<file path="src/include/gat_defs.svh">
`ifndef GAT_DEFS_SVH
`define GAT_DEFS_SVH

// element width, shared by a, row data and coefficients
`define GAT_DATA_WIDTH 8

// full attention vector, half of it is used per row
`define GAT_A_DEPTH 8

// nodes per subgraph, also the number of coefficient lanes
`define GAT_MAX_NODES 8

// width of a node count field
`define GAT_NODE_CNT_WIDTH 4

// signed width of products, tree sums and scores
`define GAT_SCORE_WIDTH 20

// row memory depth
`define GAT_WH_DEPTH 64

// coefficient memory depth, max subgraphs per run
`define GAT_COEF_DEPTH 16

// width of the subgraph count at start
`define GAT_SG_CNT_WIDTH 5

// right shift of a summed score before truncation
`define GAT_SCORE_SHIFT 4

`endif

</file>
<file path="src/gat_arith_pkg.sv">
`include "gat_defs.svh"

package gat_arith_pkg;

  // one signed element of a or of a row
  typedef logic signed [`GAT_DATA_WIDTH-1:0] data_t;

  // whole attention vector, lower half for the source node
  typedef data_t [`GAT_A_DEPTH-1:0] a_vec_t;

  // products, pair sums and node scores share one width
  typedef logic signed [`GAT_SCORE_WIDTH-1:0] score_t;

  // unsigned coefficients after ReLU and shift
  typedef logic [`GAT_MAX_NODES-1:0][`GAT_DATA_WIDTH-1:0] coef_vec_t;

  // node count, 1 up to GAT_MAX_NODES
  typedef logic [`GAT_NODE_CNT_WIDTH-1:0] node_cnt_t;

endpackage

</file>
<file path="src/gat_mem_pkg.sv">
`include "gat_defs.svh"

package gat_mem_pkg;

  // one stored row, the count is repeated in every row of a subgraph
  typedef struct packed {
    logic                                       src;
    gat_arith_pkg::node_cnt_t                   cnt;
    gat_arith_pkg::data_t [`GAT_A_DEPTH/2-1:0]  elem;
  } wh_word_t;

  // one result entry
  typedef struct packed {
    gat_arith_pkg::node_cnt_t   cnt;
    gat_arith_pkg::coef_vec_t   coef;
  } coef_entry_t;

  typedef logic [$clog2(`GAT_WH_DEPTH)-1:0]   wh_addr_t;
  typedef logic [$clog2(`GAT_COEF_DEPTH)-1:0] coef_addr_t;

endpackage

</file>
<file path="src/attention_dmvm.sv">
`include "gat_defs.svh"

module attention_dmvm (
  input  logic                      clk,
  input  logic                      rst_n,
  input  logic                      a_valid_i,
  input  gat_arith_pkg::a_vec_t     a_i,
  input  logic                      row_valid_i,
  input  logic                      row_last_i,
  input  gat_mem_pkg::wh_word_t     row_i,
  output logic                      coef_valid_o,
  output gat_arith_pkg::coef_vec_t  coef_o,
  output gat_arith_pkg::node_cnt_t  num_nodes_o
);

  import gat_arith_pkg::*;
  import gat_mem_pkg::*;

  localparam int HALF = `GAT_A_DEPTH / 2;
  localparam int IDX_W = $clog2(`GAT_MAX_NODES);

  a_vec_t                         a_q;
  data_t     [HALF-1:0]           a_sel;
  node_cnt_t                      next_idx_q;
  node_cnt_t                      row_idx;

  // stage 1, products
  logic                           s1_valid;
  logic                           s1_last;
  score_t    [HALF-1:0]           s1_prod;
  node_cnt_t                      s1_idx;
  node_cnt_t                      s1_cnt;

  // stage 2, pair sums
  logic                           s2_valid;
  logic                           s2_last;
  score_t    [HALF/2-1:0]         s2_sum;
  node_cnt_t                      s2_idx;
  node_cnt_t                      s2_cnt;

  // stage 3, score store
  score_t    [`GAT_MAX_NODES-1:0] score_q;
  logic                           s3_last;
  node_cnt_t                      s3_cnt;

  // activation
  score_t    [`GAT_MAX_NODES-1:0] act_sum;
  coef_vec_t                      act_coef;

  always_ff @(posedge clk) begin
    if (a_valid_i) begin
      a_q <= a_i;
    end
  end

  // source row takes the lower half of a
  always_comb begin
    for (int i = 0; i < HALF; i++) begin
      a_sel[i] = row_i.src ? a_q[i] : a_q[i+HALF];
    end
  end

  assign row_idx = row_i.src ? '0 : next_idx_q;

  // valid/last tags and node index
  always_ff @(posedge clk) begin
    if (!rst_n) begin
      next_idx_q <= '0;
      s1_valid   <= 1'b0;
      s1_last    <= 1'b0;
      s2_valid   <= 1'b0;
      s2_last    <= 1'b0;
      s3_last    <= 1'b0;
    end else begin
      if (row_valid_i) begin
        next_idx_q <= row_idx + 1'b1;
      end
      s1_valid <= row_valid_i;
      s1_last  <= row_valid_i && row_last_i;
      s2_valid <= s1_valid;
      s2_last  <= s1_last;
      s3_last  <= s2_last;
    end
  end

  always_ff @(posedge clk) begin
    if (row_valid_i) begin
      for (int i = 0; i < HALF; i++) begin
        s1_prod[i] <= $signed(a_sel[i]) * $signed(row_i.elem[i]);
      end
      s1_idx <= row_idx;
      s1_cnt <= row_i.cnt;
    end
  end

  always_ff @(posedge clk) begin
    if (s1_valid) begin
      s2_sum[0] <= s1_prod[0] + s1_prod[1];
      s2_sum[1] <= s1_prod[2] + s1_prod[3];
      s2_idx    <= s1_idx;
      s2_cnt    <= s1_cnt;
    end
  end

  always_ff @(posedge clk) begin
    if (s2_valid) begin
      score_q[s2_idx[IDX_W-1:0]] <= s2_sum[0] + s2_sum[1];
    end
    if (s2_last) begin
      s3_cnt <= s2_cnt;
    end
  end

  // lane k: relu(score 0 + score k) >> shift, lanes past the count read 0
  always_comb begin
    for (int k = 0; k < `GAT_MAX_NODES; k++) begin
      act_sum[k] = score_q[0] + score_q[k];
      if ((k >= int'(s3_cnt)) || (act_sum[k] < 0)) begin
        act_coef[k] = '0;
      end else begin
        act_coef[k] = act_sum[k][`GAT_SCORE_SHIFT +: `GAT_DATA_WIDTH];
      end
    end
  end

  always_ff @(posedge clk) begin
    if (!rst_n) begin
      coef_valid_o <= 1'b0;
    end else begin
      coef_valid_o <= s3_last;
    end
  end

  always_ff @(posedge clk) begin
    if (s3_last) begin
      coef_o      <= act_coef;
      num_nodes_o <= s3_cnt;
    end
  end

  // a reload mid-run would mix two vectors within one subgraph
  a_no_reload_in_flight: assert property (
    @(posedge clk) disable iff (!rst_n)
    a_valid_i |-> !(row_valid_i || s1_valid || s2_valid)
  ) else $error("attention_dmvm: a reloaded while rows are in flight");

  a_node_idx_range: assert property (
    @(posedge clk) disable iff (!rst_n)
    row_valid_i |-> (int'(row_idx) <= `GAT_MAX_NODES - 1)
  ) else $error("attention_dmvm: node index %0d out of range", row_idx);

endmodule

</file>
<file path="src/gat_attention_top.sv">
`include "gat_defs.svh"

module gat_attention_top (
  input  logic                          clk,
  input  logic                          rst_n,
  input  logic                          wh_we_i,
  input  gat_mem_pkg::wh_addr_t         wh_waddr_i,
  input  gat_mem_pkg::wh_word_t         wh_wdata_i,
  input  logic                          a_valid_i,
  input  gat_arith_pkg::a_vec_t         a_i,
  input  logic                          start_i,
  input  gat_mem_pkg::wh_addr_t         wh_base_i,
  input  logic [`GAT_SG_CNT_WIDTH-1:0]  num_subgraphs_i,
  input  gat_mem_pkg::coef_addr_t       coef_raddr_i,
  output gat_mem_pkg::coef_entry_t      coef_rdata_o,
  output logic                          busy_o,
  output logic                          done_o
);

  import gat_arith_pkg::*;
  import gat_mem_pkg::*;

  // row memory read side
  logic         wh_re;
  wh_addr_t     wh_raddr;
  wh_word_t     wh_rdata;

  // sequencer to dot-product unit
  logic         row_valid;
  logic         row_last;
  wh_word_t     row;

  // dot-product unit back to the sequencer
  logic         coef_valid;
  coef_vec_t    coef;
  node_cnt_t    num_nodes;

  // result memory write side
  logic         coef_we;
  coef_addr_t   coef_waddr;
  coef_entry_t  coef_wdata;

  gat_ram #(
    .DEPTH  (`GAT_WH_DEPTH),
    .word_t (wh_word_t)
  ) wh_ram_inst (
    .clk     (clk),
    .we_i    (wh_we_i),
    .waddr_i (wh_waddr_i),
    .wdata_i (wh_wdata_i),
    .re_i    (wh_re),
    .raddr_i (wh_raddr),
    .rdata_o (wh_rdata)
  );

  subgraph_sequencer subgraph_sequencer_inst (
    .clk             (clk),
    .rst_n           (rst_n),
    .start_i         (start_i),
    .wh_base_i       (wh_base_i),
    .num_subgraphs_i (num_subgraphs_i),
    .rd_en_o         (wh_re),
    .rd_addr_o       (wh_raddr),
    .rd_word_i       (wh_rdata),
    .row_valid_o     (row_valid),
    .row_last_o      (row_last),
    .row_o           (row),
    .coef_valid_i    (coef_valid),
    .coef_i          (coef),
    .num_nodes_i     (num_nodes),
    .coef_we_o       (coef_we),
    .coef_waddr_o    (coef_waddr),
    .coef_wdata_o    (coef_wdata),
    .busy_o          (busy_o),
    .done_o          (done_o)
  );

  attention_dmvm attention_dmvm_inst (
    .clk          (clk),
    .rst_n        (rst_n),
    .a_valid_i    (a_valid_i),
    .a_i          (a_i),
    .row_valid_i  (row_valid),
    .row_last_i   (row_last),
    .row_i        (row),
    .coef_valid_o (coef_valid),
    .coef_o       (coef),
    .num_nodes_o  (num_nodes)
  );

  // host read port is always enabled
  gat_ram #(
    .DEPTH  (`GAT_COEF_DEPTH),
    .word_t (coef_entry_t)
  ) coef_ram_inst (
    .clk     (clk),
    .we_i    (coef_we),
    .waddr_i (coef_waddr),
    .wdata_i (coef_wdata),
    .re_i    (1'b1),
    .raddr_i (coef_raddr_i),
    .rdata_o (coef_rdata_o)
  );

endmodule

</file>
<file path="src/gat_ram.sv">
module gat_ram #(
  parameter int  DEPTH  = 16,
  parameter type word_t = logic [7:0]
) (
  input  logic                     clk,
  input  logic                     we_i,
  input  logic [$clog2(DEPTH)-1:0] waddr_i,
  input  word_t                    wdata_i,
  input  logic                     re_i,
  input  logic [$clog2(DEPTH)-1:0] raddr_i,
  output word_t                    rdata_o
);

  word_t mem [DEPTH];

  always_ff @(posedge clk) begin
    if (we_i) begin
      mem[waddr_i] <= wdata_i;
    end
  end

  // registered read, output holds while re_i is low
  always_ff @(posedge clk) begin
    if (re_i) begin
      rdata_o <= mem[raddr_i];
    end
  end

  a_waddr_in_range: assert property (
    @(posedge clk) we_i |-> (int'(waddr_i) < DEPTH)
  ) else $error("gat_ram: write address %0d beyond depth %0d", waddr_i, DEPTH);

  a_raddr_in_range: assert property (
    @(posedge clk) re_i |-> (int'(raddr_i) < DEPTH)
  ) else $error("gat_ram: read address %0d beyond depth %0d", raddr_i, DEPTH);

endmodule

</file>
<file path="src/subgraph_sequencer.sv">
`include "gat_defs.svh"

module subgraph_sequencer (
  input  logic                          clk,
  input  logic                          rst_n,
  input  logic                          start_i,
  input  gat_mem_pkg::wh_addr_t         wh_base_i,
  input  logic [`GAT_SG_CNT_WIDTH-1:0]  num_subgraphs_i,
  output logic                          rd_en_o,
  output gat_mem_pkg::wh_addr_t         rd_addr_o,
  input  gat_mem_pkg::wh_word_t         rd_word_i,
  output logic                          row_valid_o,
  output logic                          row_last_o,
  output gat_mem_pkg::wh_word_t         row_o,
  input  logic                          coef_valid_i,
  input  gat_arith_pkg::coef_vec_t      coef_i,
  input  gat_arith_pkg::node_cnt_t      num_nodes_i,
  output logic                          coef_we_o,
  output gat_mem_pkg::coef_addr_t       coef_waddr_o,
  output gat_mem_pkg::coef_entry_t      coef_wdata_o,
  output logic                          busy_o,
  output logic                          done_o
);

  import gat_arith_pkg::*;
  import gat_mem_pkg::*;

  typedef enum logic [1:0] {ST_IDLE, ST_HEAD, ST_STREAM, ST_DRAIN} state_t;

  state_t                         state_q;
  wh_addr_t                       addr_q;
  node_cnt_t                      rows_left_q;
  logic [`GAT_SG_CNT_WIDTH-1:0]   sg_left_q;
  logic [`GAT_SG_CNT_WIDTH-1:0]   wr_left_q;
  coef_addr_t                     coef_waddr_q;
  logic                           rd_valid_q;
  logic                           head_pend_q;
  logic                           last_pend_q;
  logic                           rd_last;

  // head read in ST_HEAD, no read while its count comes back
  always_comb begin
    rd_en_o = 1'b0;
    rd_last = 1'b0;
    if (state_q == ST_HEAD) begin
      rd_en_o = 1'b1;
    end else if ((state_q == ST_STREAM) && !head_pend_q) begin
      rd_en_o = 1'b1;
      rd_last = (rows_left_q == 4'd1);
    end
  end

  assign rd_addr_o   = addr_q;
  assign row_valid_o = rd_valid_q;
  assign row_o       = rd_word_i;
  // a one-node subgraph ends on its head
  assign row_last_o  = rd_valid_q && (head_pend_q ? (rd_word_i.cnt == 4'd1) : last_pend_q);

  assign coef_we_o    = coef_valid_i;
  assign coef_waddr_o = coef_waddr_q;
  assign coef_wdata_o = '{cnt: num_nodes_i, coef: coef_i};

  always_ff @(posedge clk) begin
    if (!rst_n) begin
      state_q      <= ST_IDLE;
      addr_q       <= '0;
      rows_left_q  <= '0;
      sg_left_q    <= '0;
      wr_left_q    <= '0;
      coef_waddr_q <= '0;
      rd_valid_q   <= 1'b0;
      head_pend_q  <= 1'b0;
      last_pend_q  <= 1'b0;
      busy_o       <= 1'b0;
      done_o       <= 1'b0;
    end else begin
      done_o      <= 1'b0;
      rd_valid_q  <= rd_en_o;
      head_pend_q <= (state_q == ST_HEAD);
      last_pend_q <= rd_last;
      if (coef_valid_i) begin
        coef_waddr_q <= coef_waddr_q + 1'b1;
        wr_left_q    <= wr_left_q - 1'b1;
      end
      case (state_q)
        ST_IDLE: begin
          if (start_i) begin
            addr_q       <= wh_base_i;
            sg_left_q    <= num_subgraphs_i;
            wr_left_q    <= num_subgraphs_i;
            coef_waddr_q <= '0;
            busy_o       <= 1'b1;
            state_q      <= ST_HEAD;
          end
        end
        ST_HEAD: begin
          addr_q    <= addr_q + 1'b1;
          sg_left_q <= sg_left_q - 1'b1;
          state_q   <= ST_STREAM;
        end
        ST_STREAM: begin
          if (head_pend_q) begin
            rows_left_q <= rd_word_i.cnt - 4'd1;
            if (rd_word_i.cnt == 4'd1) begin
              state_q <= (sg_left_q == '0) ? ST_DRAIN : ST_HEAD;
            end
          end else begin
            addr_q      <= addr_q + 1'b1;
            rows_left_q <= rows_left_q - 4'd1;
            if (rd_last) begin
              state_q <= (sg_left_q == '0) ? ST_DRAIN : ST_HEAD;
            end
          end
        end
        default: begin
          // wait for the final coefficient write
          if (coef_valid_i && (wr_left_q == 5'd1)) begin
            done_o  <= 1'b1;
            busy_o  <= 1'b0;
            state_q <= ST_IDLE;
          end
        end
      endcase
    end
  end

  a_sg_count_range: assert property (
    @(posedge clk) disable iff (!rst_n)
    (start_i && (state_q == ST_IDLE)) |->
      (num_subgraphs_i inside {[1:`GAT_COEF_DEPTH]})
  ) else $error("subgraph_sequencer: subgraph count %0d out of range", num_subgraphs_i);

  a_head_is_source: assert property (
    @(posedge clk) disable iff (!rst_n)
    head_pend_q |-> rd_word_i.src
  ) else $error("subgraph_sequencer: head row without source flag");

endmodule

</file>
<file path="config.mk">
export PLATFORM = sky130hd
export DESIGN_NAME = gat_attention_top
export DESIGN_NICKNAME = d
export VERILOG_FILES = /design/src/gat_arith_pkg.sv /design/src/gat_mem_pkg.sv /design/src/attention_dmvm.sv /design/src/gat_attention_top.sv /design/src/gat_ram.sv /design/src/subgraph_sequencer.sv
export VERILOG_INCLUDE_DIRS = /design/src /design/src/include
export SDC_FILE = /design/constraint.sdc
export NUM_CORES = 2
export LEC_CHECK = 0
export ABC_AREA = 1
export BUFFER_PORTS_ARGS = -buffer_cell sky130_fd_sc_hd__buf_2
export CORE_MARGIN = 4
export CORE_UTILIZATION = 30
export CTS_CLUSTER_SIZE = 12
export DETAILED_ROUTE_END_ITERATION = 12
export SLEW_MARGIN = 20
export SYNTH_ARGS = -nofsm -noshare
export SYNTH_HDL_FRONTEND = slang
export SYNTH_SLANG_ARGS = --single-unit
</file>
<file path="constraint.sdc">
create_clock -name clk -period 5.2 [get_ports clk]
set_clock_uncertainty 0.1 [all_clocks]
set_input_delay 1.04 -clock clk [delete_from_list [all_inputs] [get_ports clk]]
set_output_delay 1.04 -clock clk [all_outputs]
set_load 0.01 [all_outputs]
</file>
[After elaboration in Yosys (flattened, before gate mapping)]
Memory sizes are Yosys's and may differ from the RTL's. A register that Yosys moved wholly into a read port is not among the register bits.
Index checks and enable logic that the tools add are counted.
Storage, ports and cells
  bits in registers: 471
  RAM bits: 3456
  bits of input ports: 127
  output and inout port bits: 70
  word-level logic and storage cells: 173
  memories: 2
Memory list
  wh_ram_inst.mem: words 64, bits a word 37, rd ports 1, clocked after memory_dff 1, wr ports 1, RTL line gat_ram.sv:14  | word_t mem [DEPTH];
  coef_ram_inst.mem: words 16, bits a word 68, rd ports 1, clocked after memory_dff 1, wr ports 1, RTL line gat_ram.sv:14
Cells by class
  $add $sub $neg: 18
  $mul: 4
  order comparisons: 18
  equality and inequality tests: 9
  mux-type cells: 40
  bitwise gates (word level): 2
  reductions and logical operators: 26
Operator list (count)
  20-bit adder: 11
  160-bit bitwise mux: 1
  20-bit by 1-bit < comparator with 1-bit output, second input constant: 8
  8-bit by 8-bit multiplier with 16-bit output: 4
  20-bit demux with 3-bit select: 1
  8-bit two-way mux: 4
  20-bit two-way mux: 1
  4-bit two-way mux: 5
  5-bit two-way mux: 4
  6-bit one-hot mux with 3 select lines: 1
  3-bit by 4-bit >= comparator with 1-bit output, first input constant: 4
  1-bit two-way mux: 12
  2-bit two-way mux: 6
  6-bit two-way mux: 2
  5-bit one-hot mux with 2 select lines: 1
  5-bit by 1-bit subtractor with 5-bit output, second input constant: 2
  4-bit by 1-bit adder with 4-bit output, second input constant: 2
  4-bit by 1-bit equality test with 1-bit output, second input constant: 2
  1-bit by 4-bit >= comparator with 1-bit output, first input constant: 2
  2-bit by 4-bit >= comparator with 1-bit output, first input constant: 2
  1-bit logical OR: 8
  4-bit by 1-bit subtractor with 4-bit output, second input constant: 2
  6-bit by 1-bit adder with 6-bit output, second input constant: 1
  2-bit one-hot mux with 3 select lines: 1
  other kinds (22): 30

[Longest topological paths before layout]
  depth after elaboration: 7
  mapped depth: 26
  gate-level depth less buffers: 24

[Cells and area by module]
From an unflattened synthesis, not the netlist that was laid out.
Unflattened totals
  cell total of the unflattened synthesis: 16003
  area, all modules: 179203.1 µm²
Modules (own cells, without submodules)
  gat_ram at wh_ram_inst: times used 1, cells an instance 7817, area an instance 96349.9 µm², sequential area each 72219.3 µm²
  gat_ram at coef_ram_inst: times used 1, cells an instance 4472, area an instance 48511.5 µm², sequential area each 34713.3 µm²
  attention_dmvm: times used 1, cells an instance 3352, area an instance 31751.7 µm², sequential area each 12612.1 µm²
  subgraph_sequencer: times used 1, cells an instance 361, area an instance 2586.2 µm², sequential area each 620.6 µm²
  gat_attention_top: times used 1, cells an instance 1, area an instance 3.8 µm², sequential area each 0.0 µm²

[Worst setup path after synthesis]
Ideal clock, no wire load.
  path kind: register to register
  from: register wh_ram_inst.rdata_o[36] (netlist name)
  to: register attention_dmvm_inst.s1_prod[72] (netlist name) (data pin)
  library setup time: 0.259 ns
  arrival: 4.450 ns
  data required time: 4.841 ns
  setup slack: 0.391 ns
  cell stages (with the launch flop): 21
  path buffers: 2
  period minus slack after synthesis: 4.809 ns
  cells stage by stage: edfxtp_1 buf_2 inv_1 clkbuf_1 or2_2 o21ai_1 nor2_1 fa_1 inv_1 fa_1 inv_1 fa_1 inv_1 fa_1 inv_1 ha_1 inv_1 o31ai_1 nand4_1 nand2_1 xor2_1
On the way
  cells in the longest elaborated chain, start to end: 2
Ends and longest elaborated chain
  8-bit two-way mux: RTL line attention_dmvm.sv:59  | a_sel[i] = row_i.src ? a_q[i] : a_q[i+HALF];
  8-bit by 8-bit multiplier with 16-bit output: RTL line attention_dmvm.sv:89  | s1_prod[i] <= $signed(a_sel[i]) * $signed(row_i.elem[i]);
  end signal, assigned by index: RTL line attention_dmvm.sv:89
  end, declared: RTL line attention_dmvm.sv:30  | score_t [HALF-1:0] s1_prod;
No other way between the ends.
A chain may end at the register's enable or synchronous reset.

[Worst setup path in the final report]
  from: register wh_ram_inst.rdata_o[36] (netlist name)
  to: register attention_dmvm_inst.s1_prod[32] (netlist name) (data pin)
On the way
  cells in the longest elaborated chain, start to end: 2
Ends and longest elaborated chain (RTL line)
  8-bit two-way mux: attention_dmvm.sv:59
  8-bit by 8-bit multiplier with 16-bit output: attention_dmvm.sv:89
No other way between the ends.

==> out/metrics.cfg <==
[hold_path]
worstHoldEndpoint=attention_dmvm_inst.a_q[32]
min_from=a_i[32]
worstHoldPathType=input port to flop
holdPathStages=1

[drt]
post_detailed_route_drc_marker_count=0
num_vias=110000
route.antenna.remaining_nets=0
initial_drc_count=11600
route.detailed.vias_per_inst=4.88
routed_wl_microns=478000
drt-wirelength-per-cell_microns=21.2
drtPass1Iterations=7

[synthesis]
netlist_instances=14300
synth.top_cell.area_share_pct=67.6
syn-cell-area_sq_um=173000
synth_unique_cells=41
synthMostInstantiatedCell=edfxtp_1
number_of_synthesized_flops_with_an_enable_pin=3907
synthTopCellsByCount=edfxtp_1, nor2_1, nand2_1
most_area_hungry_cell_type_in_the_yosys_netlist=edfxtp_1
primary_flip_flop_cell_chosen_by_synthesis_mapping=edfxtp_1
syn_area_per_cell_sq_um=12.1
post_synth_main_area_contributors=edfxtp_1, nor2_1, o21ai_0
synth-seq-area-share_pct=68.9
ys_seq_elements=4015
yosys_warnings=0
synth_async_sr_flop_share_pct=0
postSynthNetCount=14900

[die]
fp-row-count=279
full_die_area_sq_um=590000
pin_count=197
die-height_microns=768
floorplan.initialDensity_pct=30.1
die_w_microns=768
core_sq_um=577000

[worst_setup_path]
critical_path_peak_fanout=25
critical_path_class=flop to flop
cell_breakdown_of_the_critical_path=inv_1, buf_12, or2_2, o21ai_2, nor2_1, fa_1, inv_1, fa_1, inv_1, fa_1, inv_1, fa_1, inv_1, ha_2, a21oi_2, o21ai_0, a21oi_1, o21bai_1, xor2_1
timing.critical_path.to_type=flop
arrival_ps=5560
critical_path.most_common_cell=inv_1
register_to_register_setup_slack_ps=190
worstSetupStartpoint=wh_ram_inst.rdata_o[36]
req_time_crit_path_ps=5740
critPathTopFamily=adder cells
timing.rr.end=attention_dmvm_inst.s1_prod[32]
cp_slowest_cell=fa_1
cpPeakStageDelay_ps=550
r2r.worst_path.cells=19
r2r-start=wh_ram_inst.rdata_o[36]
critPathBufInv=6
worstSetupStartpointType=flop

[clock_tree]
cts_buffers=404
path_clk_slew_ps=60
tritoncts_clock_tree=built
worstSkewPairLatency_ps=1040
clock_path_buffers=4
clock_sinks=4015
hold_buffer_count_at_cts=0
cts.htree.levels=5
root_buffer=clkbuf_16

[power]
total_leakage_power_nw=70.4
power_per_cell_area_nw_per_um2=644
worst_vdd_ir_v=0.00172

[layout]
layout.nets=15200
layout-drive-gt1-share_pct=8.28
synthToLayoutAreaGrowth_pct=14.0
layout.cells.non_filler=22600

[outcome]
outcome=finished, final reports clean

[sta]
finalWorstPathRequiredPeriod_ps=5010
timing.slew.headroom_pct=26.8
final_hold_viol_count=0
postLayoutSetupSlackWorst_ps=188
timing_worst_slew_pin_value_ps=1100
report.final.setup_viol=0
maxClockFrequency_ghz=0.200
timing.final.crit_share_pct=96.4
drv_slew=0

[global_routing]
global_route_wire_length_before_repair_microns=700000
grt.overflow.total=0
initial_antenna_violation_count=38
grt_max_degree=181
grtUsageTotal_pct=15.5
grt_pass1_vias=104000

[placed_design]
dp_worst_setup_slack_ps=2.51
dp_hpwl_microns=276000
io_buffers=196
place_inst=21900
gp_congestion=0.849

[flow_run]
max_capacitance_violation_count=0

state kept, by name (all words and copies together) (netlist names), 4 cells and up:
register	cells
wh_ram_inst.mem	2368
coef_ram_inst.mem	1088
attention_dmvm_inst.score_q	160
coef_ram_inst.rdata_o	68
attention_dmvm_inst.a_q	64
attention_dmvm_inst.coef_o	64
attention_dmvm_inst.s1_prod	64
attention_dmvm_inst.s2_sum	40
wh_ram_inst.rdata_o	37
subgraph_sequencer_inst.rd_addr_o	6
subgraph_sequencer_inst.sg_left_q	5
subgraph_sequencer_inst.wr_left_q	5
attention_dmvm_inst.num_nodes_o	4
attention_dmvm_inst.s1_cnt	4
attention_dmvm_inst.s2_cnt	4
attention_dmvm_inst.s3_cnt	4
subgraph_sequencer_inst.coef_waddr_o	4
subgraph_sequencer_inst.rows_left_q	4
cell type report:
class / instances / area (sq um)
clock inverter: 96 / 922
multi-input combinational: 8471 / 47500
tap: 7727 / 9670
sequential: 4015 / 120000
inverter: 1091 / 4160
fill: 56200 / 379000
clock buffer: 596 / 11200
antenna: 43 / 108
timing repair buffer: 551 / 4620
cells in the final DEF, fill, tap and decap left out, drive strengths merged, types with 9 or more instances in the layout:
cell       n
nand3b     9
inv     1098
or2       41
diode     43
edfxtp  3907
xor2      74
clkbuf   597
fa       223
nand2   1680
nand3    684
a21o      25
a21oi    612
clkinv    79
xnor2     58
dfxtp    108
mux2i    279
nor2    2322
nor3      31
a31oi     11
nand4     46
o21ai   1470
ha       310
buf      550
o21bai    30
o211ai   535
cell families (layout without fill, tap and decap cells):
logic type | after synthesis | after routing | share of synthesized area, %
buffers and inverters | 1801 | 2334 | 4.21
AND/OR/NAND/NOR | 4818 | 4818 | 11.1
flip-flops | 4015 | 4015 | 68.9
other | 0 | 43 | 0
XOR/XNOR | 132 | 132 | 0.667
AO/OA/AOI/OAI | 2709 | 2709 | 8.72
multiplexers | 279 | 279 | 1.61
adder cells (fa/ha/maj) | 533 | 533 | 4.81
stage by stage:
step / util [%] / cell area (sq um) / hold slack [ps] / setup TNS (ps) / total power, mW
final: 34.3 / 198000 / 116 / 0 / 127
after global routing: 34.3 / 198000 / 66.6 / -16.5 / 138
after CTS: 34.2 / 197000 / 25.2 / 0 / 127
after detailed placement: 32.1 / 185000 / 313 / 0 / 99.5
after global placement: 32.1 / 185000 / 308 / -41.8 / 99.1
after floorplan: - / 173000 / 290 / 0 / 82.3
worst max path at each step:
stage | endpoint | cells after the start
2_1_floorplan | attention_dmvm_inst.s1_prod[72] | 20
3_5_place_dp | attention_dmvm_inst.s1_prod[78] | 19
4_1_cts | attention_dmvm_inst.s1_prod[78] | 18
3_3_place_gp | attention_dmvm_inst.s1_prod[78] | 18
5_1_grt | attention_dmvm_inst.s1_prod[18] | 20
6_report | attention_dmvm_inst.s1_prod[32] | 19
where the power goes:
group | internal (mW) | total, mW | switching, mW
combinational | 22.7 | 59.6 | 36.9
sequential | 39.4 | 40.3 | 0.844
clock | 15.2 | 27.4 | 12.2
timing repair:
| item | 4_1_cts | 5_1_grt |
|---|---|---|
| setup buffers | 0 | 5 |
| resized for setup | 1 | 38 |
| setup endpoints to repair | 1 | 21 |
| pin swaps | 0 | 3 |
routing by layer:
layer  vias up  share of wire [%]  global-route usage [%]
li1      50800                  -                       -
met1     54700                 42                    21.5
met2      3974                 47                    25.5
met3       775                7.7                    2.53
met4        16                2.7                    3.91
met5         -              0.023                       0
Note: power is estimated with default switching activity, not from simulation.
